<file path="src/rv_isa_pkg.sv">
package rv_isa_pkg;

  // Word and register file geometry
  localparam int DATA_WIDTH     = 32;
  localparam int REG_ADDR_WIDTH = 5;

  //////////////////////////////////////////////////
  // Instruction field positions
  //////////////////////////////////////////////////
  localparam int OPCODE_WIDTH   = 7;
  localparam int FUNCT3_WIDTH   = 3;
  localparam int RD_LSB         = 7;
  localparam int FUNCT3_LSB     = 12;
  localparam int RS1_LSB        = 15;
  localparam int RS2_LSB        = 20;
  localparam int FUNCT7_ALT_BIT = 30;  // SUB/SRA/SRAI selector

  //////////////////////////////////////////////////
  // Major opcodes
  //////////////////////////////////////////////////
  localparam logic [OPCODE_WIDTH-1:0] OPCODE_LOAD  = 7'b000_0011;
  localparam logic [OPCODE_WIDTH-1:0] OPCODE_OPIMM = 7'b001_0011;
  localparam logic [OPCODE_WIDTH-1:0] OPCODE_AUIPC = 7'b001_0111;
  localparam logic [OPCODE_WIDTH-1:0] OPCODE_STORE = 7'b010_0011;
  localparam logic [OPCODE_WIDTH-1:0] OPCODE_OP    = 7'b011_0011;
  localparam logic [OPCODE_WIDTH-1:0] OPCODE_LUI   = 7'b011_0111;
  localparam logic [OPCODE_WIDTH-1:0] OPCODE_JAL   = 7'b110_1111;

  // Low funct3 bits shared by SLLI (001) and SRLI/SRAI (101)
  localparam logic [1:0] FUNCT3_SHIFT = 2'b01;

endpackage

</file>
<file path="src/rv_ctrl_pkg.sv">
package rv_ctrl_pkg;

  //////////////////////////////////////////////////
  // ALU and LSU control
  //////////////////////////////////////////////////
  localparam int ALU_OP_WIDTH = 4;  // {funct7[5], funct3}
  localparam logic [ALU_OP_WIDTH-1:0] ALU_OP_ADD = 4'b0000;

  // Opcode bit 6 followed by funct3
  localparam int LSU_CTRL_WIDTH = 4;

  //////////////////////////////////////////////////
  // Decode stage enumerations
  //////////////////////////////////////////////////
  typedef enum logic [2:0] {
    IMM_I,
    IMM_SHIFT,
    IMM_S,
    IMM_U,
    IMM_J,
    IMM_FOUR,   // Link address offset for JAL
    IMM_ZERO
  } imm_fmt_e;

  typedef enum logic [1:0] {
    ST_OK,
    ST_STALL,   // RAW hazard, one bubble
    ST_JAL,
    ST_ERROR
  } dec_state_e;

endpackage

</file>
<file path="src/dec_ctrl_if.sv">
interface dec_ctrl_if import rv_isa_pkg::*, rv_ctrl_pkg::*; ();

  logic [ALU_OP_WIDTH-1:0]   alu_sel;
  logic                      use_rs1;
  logic                      use_rs2;
  logic [REG_ADDR_WIDTH-1:0] rs1;
  logic [REG_ADDR_WIDTH-1:0] rs2;
  logic [REG_ADDR_WIDTH-1:0] rd;
  logic                      alu_wb;   // Result goes to rd
  logic                      use_pc;   // Operand A is the PC
  logic                      lsu_new;
  logic [LSU_CTRL_WIDTH-1:0] lsu_ctrl;
  imm_fmt_e                  imm_fmt;
  logic                      illegal;

  modport dec (
    output alu_sel, use_rs1, use_rs2, rs1, rs2, rd, alu_wb,
    output use_pc, lsu_new, lsu_ctrl, imm_fmt, illegal
  );

  // Hazard tracking only looks at register usage
  modport hzd (
    input rs1, rs2, use_rs1, use_rs2, rd, alu_wb, lsu_new, illegal
  );

  modport iss (
    input alu_sel, use_rs1, use_rs2, rs1, rs2, rd, alu_wb,
    input use_pc, lsu_new, lsu_ctrl, imm_fmt, illegal
  );

endinterface

</file>
<file path="src/imm_gen.sv">
module imm_gen import rv_isa_pkg::*, rv_ctrl_pkg::*; (
  input  logic [DATA_WIDTH-1:0] instr_i,
  input  imm_fmt_e              fmt_i,
  output logic [DATA_WIDTH-1:0] imm_o
);

  logic                  sign;
  logic [DATA_WIDTH-1:0] imm_i_fmt;
  logic [DATA_WIDTH-1:0] imm_shift_fmt;
  logic [DATA_WIDTH-1:0] imm_s_fmt;
  logic [DATA_WIDTH-1:0] imm_u_fmt;
  logic [DATA_WIDTH-1:0] imm_j_fmt;

  assign sign = instr_i[DATA_WIDTH-1];

  assign imm_i_fmt     = {{(DATA_WIDTH-12){sign}}, instr_i[31:20]};
  assign imm_shift_fmt = {{(DATA_WIDTH-5){1'b0}}, instr_i[24:20]};  // shamt
  assign imm_s_fmt     = {{(DATA_WIDTH-12){sign}}, instr_i[31:25], instr_i[11:7]};
  assign imm_u_fmt     = {instr_i[31:12], 12'b0};

  // J offset is scrambled in the encoding, bit 0 always zero
  assign imm_j_fmt = {{(DATA_WIDTH-20){sign}}, instr_i[19:12], instr_i[20],
                      instr_i[30:21], 1'b0};

  always_comb begin
    unique case (fmt_i)
      IMM_I:     imm_o = imm_i_fmt;
      IMM_SHIFT: imm_o = imm_shift_fmt;
      IMM_S:     imm_o = imm_s_fmt;
      IMM_U:     imm_o = imm_u_fmt;
      IMM_J:     imm_o = imm_j_fmt;
      IMM_FOUR:  imm_o = DATA_WIDTH'(4);
      default:   imm_o = '0;             // IMM_ZERO
    endcase
  end

endmodule

</file>
<file path="src/opcode_decoder.sv">
module opcode_decoder import rv_isa_pkg::*, rv_ctrl_pkg::*; (
  input  logic [DATA_WIDTH-1:0] instr_i,
  dec_ctrl_if.dec               ctrl
);

  logic [OPCODE_WIDTH-1:0] opcode;
  logic [FUNCT3_WIDTH-1:0] funct3;
  logic                    alt_bit;

  //////////////////////////////////////////////////
  // Field extraction
  //////////////////////////////////////////////////
  assign opcode  = instr_i[OPCODE_WIDTH-1:0];
  assign funct3  = instr_i[FUNCT3_LSB +: FUNCT3_WIDTH];
  assign alt_bit = instr_i[FUNCT7_ALT_BIT];

  // Register fields pass straight through, the use flags qualify them
  assign ctrl.rs1      = instr_i[RS1_LSB +: REG_ADDR_WIDTH];
  assign ctrl.rs2      = instr_i[RS2_LSB +: REG_ADDR_WIDTH];
  assign ctrl.rd       = instr_i[RD_LSB +: REG_ADDR_WIDTH];
  assign ctrl.lsu_ctrl = {opcode[6], funct3};

  //////////////////////////////////////////////////
  // Opcode to control bundle
  //////////////////////////////////////////////////
  always_comb begin
    ctrl.alu_sel = ALU_OP_ADD;
    ctrl.use_rs1 = 1'b0;
    ctrl.use_rs2 = 1'b0;
    ctrl.alu_wb  = 1'b0;
    ctrl.use_pc  = 1'b0;
    ctrl.lsu_new = 1'b0;
    ctrl.imm_fmt = IMM_ZERO;
    ctrl.illegal = 1'b0;

    unique case (opcode)
      OPCODE_OP: begin
        ctrl.use_rs1 = 1'b1;
        ctrl.use_rs2 = 1'b1;
        ctrl.alu_wb  = 1'b1;
        ctrl.alu_sel = {alt_bit, funct3};
      end
      OPCODE_OPIMM: begin
        ctrl.use_rs1 = 1'b1;
        ctrl.alu_wb  = 1'b1;
        if (funct3[1:0] == FUNCT3_SHIFT) begin
          ctrl.imm_fmt = IMM_SHIFT;
          ctrl.alu_sel = {alt_bit, funct3};  // SRAI vs SRLI
        end else begin
          ctrl.imm_fmt = IMM_I;
          ctrl.alu_sel = {1'b0, funct3};
        end
      end
      OPCODE_LUI: begin
        ctrl.alu_wb  = 1'b1;
        ctrl.imm_fmt = IMM_U;
      end
      OPCODE_AUIPC: begin
        ctrl.alu_wb  = 1'b1;
        ctrl.use_pc  = 1'b1;
        ctrl.imm_fmt = IMM_U;
      end
      OPCODE_LOAD: begin
        ctrl.use_rs1 = 1'b1;
        ctrl.lsu_new = 1'b1;
        ctrl.imm_fmt = IMM_I;
      end
      OPCODE_STORE: begin
        ctrl.use_rs1 = 1'b1;
        ctrl.lsu_new = 1'b1;
        ctrl.imm_fmt = IMM_S;
      end
      OPCODE_JAL: begin
        ctrl.use_pc  = 1'b1;   // rd = PC + 4
        ctrl.alu_wb  = 1'b1;
        ctrl.imm_fmt = IMM_FOUR;
      end
      default: begin
        ctrl.illegal = 1'b1;   // Includes BRANCH, JALR, SYSTEM, MISC-MEM
      end
    endcase
  end

endmodule

</file>
<file path="src/hazard_fsm.sv">
module hazard_fsm import rv_isa_pkg::*, rv_ctrl_pkg::*; (
  input  logic                    clk_i,
  input  logic                    rstn_i,
  input  logic                    instr_valid_i,
  input  logic [OPCODE_WIDTH-1:0] opcode_i,
  dec_ctrl_if.hzd                 ctrl,
  input  logic [DATA_WIDTH-1:0]   j_imm_i,
  output logic                    ready_o,
  output logic                    jmp_o,
  output logic [DATA_WIDTH-1:0]   jmp_addr_o,
  output logic                    bubble_o
);

  dec_state_e                state_d;   // State of the presenting cycle
  dec_state_e                state_q;   // State of the previous cycle
  logic [REG_ADDR_WIDTH-1:0] prev_rd;
  logic                      raw_rs1;
  logic                      raw_rs2;
  logic                      writes_rd;

  // x0 never creates a dependency
  assign raw_rs1 = ctrl.use_rs1 && (ctrl.rs1 != '0) && (ctrl.rs1 == prev_rd);
  assign raw_rs2 = ctrl.use_rs2 && (ctrl.rs2 != '0) && (ctrl.rs2 == prev_rd);

  // LSU results are written back outside the ALU path
  assign writes_rd = ctrl.alu_wb && !ctrl.lsu_new;

  //////////////////////////////////////////////////
  // State decision
  //////////////////////////////////////////////////
  always_comb begin
    state_d = ST_OK;
    if (instr_valid_i) begin
      if (ctrl.illegal) begin
        state_d = ST_ERROR;
      end else if (opcode_i == OPCODE_JAL) begin
        state_d = ST_JAL;
      end else if ((raw_rs1 || raw_rs2) && (state_q != ST_STALL)) begin
        state_d = ST_STALL;                  // Only ever one stall in a row
      end
    end
  end

  always_comb begin
    ready_o    = 1'b1;
    jmp_o      = 1'b0;
    jmp_addr_o = '0;
    bubble_o   = 1'b0;
    unique case (state_d)
      ST_STALL: begin
        ready_o  = 1'b0;
        bubble_o = 1'b1;
      end
      ST_JAL: begin
        jmp_o      = 1'b1;
        jmp_addr_o = j_imm_i;
      end
      ST_ERROR: ready_o = 1'b0;              // Hold the fetch unit
      default:  ready_o = 1'b1;
    endcase
  end

  //////////////////////////////////////////////////
  // State and previous destination
  //////////////////////////////////////////////////
  always_ff @(posedge clk_i) begin
    if (!rstn_i) begin
      state_q <= ST_OK;
      prev_rd <= '0;
    end else begin
      state_q <= state_d;
      if (instr_valid_i && ready_o && writes_rd) begin
        prev_rd <= ctrl.rd;
      end else begin
        prev_rd <= '0;
      end
    end
  end

endmodule

</file>
<file path="src/issue_reg.sv">
module issue_reg import rv_isa_pkg::*, rv_ctrl_pkg::*; (
  input  logic                      clk_i,
  input  logic                      rstn_i,
  input  logic                      instr_valid_i,
  input  logic                      bubble_i,
  dec_ctrl_if.iss                   ctrl,
  input  logic [DATA_WIDTH-1:0]     imm_i,
  output logic                      use_pc_o,
  output logic                      illegal_instr_o,
  output logic [ALU_OP_WIDTH-1:0]   alu_sel_o,
  output logic                      alu_op_a_o,
  output logic                      alu_op_b_o,
  output logic [REG_ADDR_WIDTH-1:0] alu_dest_addr_o,
  output logic                      alu_wb_o,
  output logic [REG_ADDR_WIDTH-1:0] rf_addr_a_o,
  output logic [REG_ADDR_WIDTH-1:0] rf_addr_b_o,
  output logic                      is_imm_o,
  output logic [DATA_WIDTH-1:0]     imm_ext_o,
  output logic                      lsu_new_ctrl_o,
  output logic [LSU_CTRL_WIDTH-1:0] lsu_ctrl_o,
  output logic [REG_ADDR_WIDTH-1:0] lsu_regdest_o
);

  always_ff @(posedge clk_i) begin
    if (!rstn_i) begin
      use_pc_o        <= 1'b0;
      illegal_instr_o <= 1'b0;
      alu_sel_o       <= '0;
      alu_op_a_o      <= 1'b0;
      alu_op_b_o      <= 1'b0;
      alu_dest_addr_o <= '0;
      alu_wb_o        <= 1'b0;
      rf_addr_a_o     <= '0;
      rf_addr_b_o     <= '0;
      is_imm_o        <= 1'b0;
      imm_ext_o       <= '0;
      lsu_new_ctrl_o  <= 1'b0;
      lsu_ctrl_o      <= '0;
      lsu_regdest_o   <= '0;
    end else if (instr_valid_i) begin
      use_pc_o        <= ctrl.use_pc;
      illegal_instr_o <= ctrl.illegal;
      alu_sel_o       <= ctrl.alu_sel;
      alu_op_a_o      <= ctrl.use_rs1;
      alu_op_b_o      <= ctrl.use_rs2;
      alu_dest_addr_o <= ctrl.alu_wb ? ctrl.rd : '0;
      rf_addr_a_o     <= ctrl.use_rs1 ? ctrl.rs1 : '0;
      rf_addr_b_o     <= ctrl.use_rs2 ? ctrl.rs2 : '0;
      is_imm_o        <= !(ctrl.use_rs1 && ctrl.use_rs2);
      imm_ext_o       <= imm_i;
      lsu_ctrl_o      <= ctrl.lsu_ctrl;
      lsu_regdest_o   <= ctrl.rd;
      // A bubble keeps the bundle but must not commit anything
      alu_wb_o        <= ctrl.alu_wb && !bubble_i;
      lsu_new_ctrl_o  <= ctrl.lsu_new && !bubble_i;
    end else begin
      use_pc_o        <= 1'b0;   // Idle, rest holds
      alu_wb_o        <= 1'b0;
      lsu_new_ctrl_o  <= 1'b0;
    end
  end

endmodule

</file>
<file path="src/rv_decoder.sv">
module rv_decoder import rv_isa_pkg::*, rv_ctrl_pkg::*; (
  input  logic                      clk_i,
  input  logic                      rstn_i,

  // Fetch unit
  input  logic [DATA_WIDTH-1:0]     instr_i,
  input  logic [DATA_WIDTH-1:0]     instr_addr_i,
  input  logic                      instr_valid_i,
  output logic                      ready_o,
  output logic                      jmp_o,
  output logic [DATA_WIDTH-1:0]     jmp_addr_o,
  output logic [DATA_WIDTH-1:0]     instr_addr_o,

  // Issue side
  output logic                      use_pc_o,
  output logic                      illegal_instr_o,
  output logic [ALU_OP_WIDTH-1:0]   alu_sel_o,
  output logic                      alu_op_a_o,
  output logic                      alu_op_b_o,
  output logic [REG_ADDR_WIDTH-1:0] alu_dest_addr_o,
  output logic                      alu_wb_o,
  output logic [REG_ADDR_WIDTH-1:0] rf_addr_a_o,
  output logic [REG_ADDR_WIDTH-1:0] rf_addr_b_o,
  output logic                      is_imm_o,
  output logic [DATA_WIDTH-1:0]     imm_ext_o,
  output logic                      lsu_new_ctrl_o,
  output logic [LSU_CTRL_WIDTH-1:0] lsu_ctrl_o,
  output logic [REG_ADDR_WIDTH-1:0] lsu_regdest_o
);

  logic [DATA_WIDTH-1:0] stage_imm;
  logic [DATA_WIDTH-1:0] j_imm;      // Jump target offset
  logic                  bubble;

  dec_ctrl_if u_ctrl ();

  opcode_decoder u_opcode_decoder (
    .instr_i (instr_i),
    .ctrl    (u_ctrl.dec)
  );

  //////////////////////////////////////////////////
  // Immediates
  //////////////////////////////////////////////////
  imm_gen u_imm_stage (
    .instr_i (instr_i),
    .fmt_i   (u_ctrl.imm_fmt),
    .imm_o   (stage_imm)
  );

  imm_gen u_imm_jump (
    .instr_i (instr_i),
    .fmt_i   (IMM_J),
    .imm_o   (j_imm)
  );

  hazard_fsm u_hazard_fsm (
    .clk_i         (clk_i),
    .rstn_i        (rstn_i),
    .instr_valid_i (instr_valid_i),
    .opcode_i      (instr_i[OPCODE_WIDTH-1:0]),
    .ctrl          (u_ctrl.hzd),
    .j_imm_i       (j_imm),
    .ready_o       (ready_o),
    .jmp_o         (jmp_o),
    .jmp_addr_o    (jmp_addr_o),
    .bubble_o      (bubble)
  );

  issue_reg u_issue_reg (
    .clk_i           (clk_i),
    .rstn_i          (rstn_i),
    .instr_valid_i   (instr_valid_i),
    .bubble_i        (bubble),
    .ctrl            (u_ctrl.iss),
    .imm_i           (stage_imm),
    .use_pc_o        (use_pc_o),
    .illegal_instr_o (illegal_instr_o),
    .alu_sel_o       (alu_sel_o),
    .alu_op_a_o      (alu_op_a_o),
    .alu_op_b_o      (alu_op_b_o),
    .alu_dest_addr_o (alu_dest_addr_o),
    .alu_wb_o        (alu_wb_o),
    .rf_addr_a_o     (rf_addr_a_o),
    .rf_addr_b_o     (rf_addr_b_o),
    .is_imm_o        (is_imm_o),
    .imm_ext_o       (imm_ext_o),
    .lsu_new_ctrl_o  (lsu_new_ctrl_o),
    .lsu_ctrl_o      (lsu_ctrl_o),
    .lsu_regdest_o   (lsu_regdest_o)
  );

  // Address follows the instruction into the issue stage
  always_ff @(posedge clk_i) begin
    if (!rstn_i) begin
      instr_addr_o <= '0;
    end else begin
      instr_addr_o <= instr_addr_i;
    end
  end

endmodule

</file>
<file path="config.mk">
export PLATFORM = sky130hd
export DESIGN_NAME = rv_decoder
export DESIGN_NICKNAME = d
export VERILOG_FILES = /design/src/rv_isa_pkg.sv /design/src/rv_ctrl_pkg.sv /design/src/dec_ctrl_if.sv /design/src/imm_gen.sv /design/src/opcode_decoder.sv /design/src/hazard_fsm.sv /design/src/issue_reg.sv /design/src/rv_decoder.sv
export SDC_FILE = /design/constraint.sdc
export NUM_CORES = 1
export LEC_CHECK = 0
export ABC_AREA = 0
export BUFFER_PORTS_ARGS = -buffer_cell sky130_fd_sc_hd__clkbuf_2
export CAP_MARGIN = 20
export CORE_UTILIZATION = 42
export DETAILED_ROUTE_END_ITERATION = 16
export PLACE_DENSITY = 0.76
export SLEW_MARGIN = 5
export SYNTH_ARGS = -nofsm -noshare
export SYNTH_HDL_FRONTEND = slang
export SYNTH_SLANG_ARGS = --single-unit
</file>
<file path="constraint.sdc">
create_clock -name clk_i -period 1.3 [get_ports clk_i]
set_clock_uncertainty 0.15 [all_clocks]
set_input_delay 0.065 -clock clk_i [delete_from_list [all_inputs] [get_ports clk_i]]
set_output_delay 0.065 -clock clk_i [all_outputs]
set_load 0.005 [all_outputs]
</file>
==> results.md <==
* Power per cell area at 864 nW/um^2
* Via count at 4543
* CTS Buffer Depth at 2
* Yosys top cell by area: dfxtp_1
* Reg-to-Reg Start: u_hazard_fsm.prev_rd[2]$_SDFF_PN0_
* Hold path depth at 4
* Initial antenna violation count at 0
* Post-synth top cells: dfxtp_1 (106), nand2_1 (74), and2_1 (49)
* Final min period at 1850 ps
* GRT overflow at 0
* Ys async rst share at 0%
* Sequential share of the synthesized area at 48.8%
* Crit path to: ready_o
* Pre-CTS setup slack at -398 ps
* Worst Max-Slew Pin Slew at 640 ps
* Aggregate routed wire length at 14600 um
* Unrepaired setup endpoints after global routing: true
* Row cnt at 36
* Share of the synthesized area in the top cell type at 48.8%
* Hold Path Class: input pin to flip-flop
* Final setup fails at 65
* Outcome: finished with violations
* Synth warnings at 0
* Die height at 104 um
* Fillers at 742
* Comb pwr share at 14.0%
* WL/cell at 16.0 um
* Total power at 6.02 mW
* Worst-path clk slew at 90 ps
* Drt via density at 4.96
* N_diodes at 0
* Final Hold Fails at 0
* Gpl congestion at 0.840
* Num Clock Sinks at 106
* Ranking of synthesized cells by area: dfxtp_1 (49%), and2_1 (7.1%), nand2_1 (6.4%)
* DRC viols at 0
* CP peak stage delay at 310 ps
* Seq pwr share at 55.9%
* P_sw at 1.51 mW
* WP data arrival at 1630 ps
* Startpoint class of the critical path: flip-flop
* Setup TNS at -6400 ps
* Worst-path maximum fanout at 2
* CP endpoint kind: output pin
* Max Cap Viol at 0
* Relative slew slack at 57.2%
* Detailed Place HPWL at 9330 um
* Fin crit share at 142%
* Drt initial violations at 173
* Slew Limit Fails at 0
* Synthesized area at 4350 sq um
* Hold Startpoint: instr_i[13]
* Post-Syn Instances at 501
* Root buf cell: clkbuf_8
* Drt pass-1 iters at 4
* Dominant synthesized flop cell: dfxtp_1
* Largest net degree at the start of global routing at 54
* Setup CP Type: flip-flop to output pin
* Fmax at 541 MHz
* Worst path required time at 1090 ps
* Layout cell share with drive strength beyond 1 at 43.9%
* Synthesized flop and latch total at 106
* Final instance area at 6970 sq um
* R2R setup slack at -240 ps
* Failing checks: setup timing
* Die W at 104 um
* Dpl cell area at 5710 sq um
* Library cells used by synthesis at 43
* Slowest cell on crit path: dfxtp_1
* Critical-path cell list: nand2b_1, nand3_2, buf_4, nor3_2, nor3_2, nand2b_1, clkbuf_2
* Num CTS Buffers at 9
* Post-synth EDFFs at 0
* I/O Pins at 200
* Core Box Area at 9910 sq um
* Die area at 10800 sq um
* Nets@finish at 847
* CTS tree: yes
* Worst skew pair latency at 360 ps
* Detail Route Antenna Nets at 0
* Syn nets at 568
* Worst setup margin at -548 ps
* Input/output buffers at 198
* Initial Utilization at 43.9%
* Design internal power at 4.51 mW
* Critical Path Source: u_hazard_fsm.state_q[1]$_SDFF_PN0_
* Vias in the first global route at 4440
* Area grow syn2layout at 60.3%
* Lkg Pwr at 3.26 nW
* Worst R2R End: u_hazard_fsm.prev_rd[4]$_SDFF_PN0_
* Most frequent cell after synthesis: dfxtp_1
* Maximum vdd drop at 0.503 mV
* Synthesized area per cell at 8.68 sq um
* Share of power burned in the clock network at 30.1%
* Sw Ratio at 25.1%
* Gr usage total at 25.8%
* Hold slack at 16.1 ps
* Global-route wire length before repair at 21800 um
* H-tree Lvls at 3
* Worst reg2reg path depth at 6
metal layers:
metal,wire length (um),track usage (%)
met5,0,0
met4,304,9.39
met3,1110,6.67
met2,7200,44.6
met1,6020,30.9
critical path, delay by kind of cell (launching register included):
| kind | cells | cell delay, ps |
|---|---|---|
| simple gates | 5 | 670 |
| flops | 1 | 310 |
| buf+inv | 2 | 280 |
metrics by stage:
stage | cells | utilization, %
6_report | 916 | 70.3
3_3_place_gp | 835 | 57.6
4_1_cts | 914 | 67.0
5_1_grt | 916 | 70.3
2_1_floorplan | 501 | -
3_5_place_dp | 835 | 57.6
power groups by stage:
stage                     Clock (mW)  Sequential (mW)  Combinational (mW)
after floorplan                    0             3.45               0.274
after global placement             0             3.44               0.635
after detailed placement           0             3.44               0.653
after CTS                       1.83             3.37               0.795
after global routing            1.99             3.38               0.909
final                           1.81             3.37               0.843
flip-flops by register name, indices dropped and copies added (netlist names), 4 cells and up:
register and count:
u_issue_reg.alu_sel_o 4, u_issue_reg.alu_dest_addr_o 5, u_issue_reg.rf_addr_a_o 5, u_issue_reg.lsu_regdest_o 5
instr_addr_o 32, u_issue_reg.imm_ext_o 32, u_issue_reg.rf_addr_b_o 5, u_issue_reg.lsu_ctrl_o 4
u_hazard_fsm.prev_rd 5
area by class of cell:
cell class	instances	area [sq um]	area share [%]
clock buffer	12	145	2.08
tap	133	166	2.39
timing repair buffer	312	2260	32.5
sequential	106	2130	30.5
multi-input combinational	315	2110	30.3
inverter	36	135	1.94
clock inverter	2	15.0	0.215
how the worst min path moves through the flow:
| stage | endpoint | slack (ps) |
|---|---|---|
| final | u_issue_reg.lsu_ctrl_o[1]$_SDFFE_PN0P_ | 20 |
| after global routing | u_issue_reg.lsu_ctrl_o[1]$_SDFFE_PN0P_ | 20 |
| after CTS | u_issue_reg.rf_addr_b_o[4]$_SDFFE_PN0P_ | 0.1 |
| after detailed placement | instr_addr_o[9]$_SDFF_PN0_ | 120 |
| after global placement | instr_addr_o[29]$_SDFF_PN0_ | 120 |
| after floorplan | instr_addr_o[0]$_SDFF_PN0_ | 40 |
cells in the final DEF, fill, tap and decap left out, types with 2 or more instances in the layout:
cell	synthesis	final
buf_6	1	27
inv_1	36	36
and3_4	0	18
buf_8	0	4
a21oi_2	2	3
dlygate4sd3_1	0	49
clkbuf_2	0	174
nor2b_1	16	16
a21oi_1	8	6
xnor2_1	8	8
nand2_1	74	57
mux2i_1	3	3
buf_12	0	5
clkbuf_8	0	11
nand2b_1	18	17
or4_4	0	2
nand2_4	0	2
and3_1	26	8
buf_4	15	49
nand2_2	0	15
a22o_1	7	7
clkbuf_1	22	2
nor2_4	0	2
o22ai_1	36	36
clkinvlp_4	0	2
and2_1	49	47
dfxtp_2	0	5
and2_4	1	3
a21boi_0	13	13
o21ai_0	3	3
nor3_2	1	4
nand4_1	6	6
dfxtp_1	106	101
nor2_1	12	11
nand3_1	9	8
timing repair:
action	in CTS	in global routing
gates cloned	3	1
hold endpoints to repair	70	0
setup endpoints to repair	41	74
hold buffers	49	0
resized for setup	30	75
pin swaps	12	22
setup buffers	14	5
cell families (layout without fill, tap and decap cells):
group           after synthesis  in the layout  synth area share (%)
compound gates               73             73                  11.3
xor+xnor                      8              8                  1.61
buf+inv                      81            362                  8.55
flops                       106            106                  48.8
mux                           3              3                 0.691
other cells                   1              1                0.0862
simple gates                229            230                  29.0
Power figures use the tool's default switching activity.
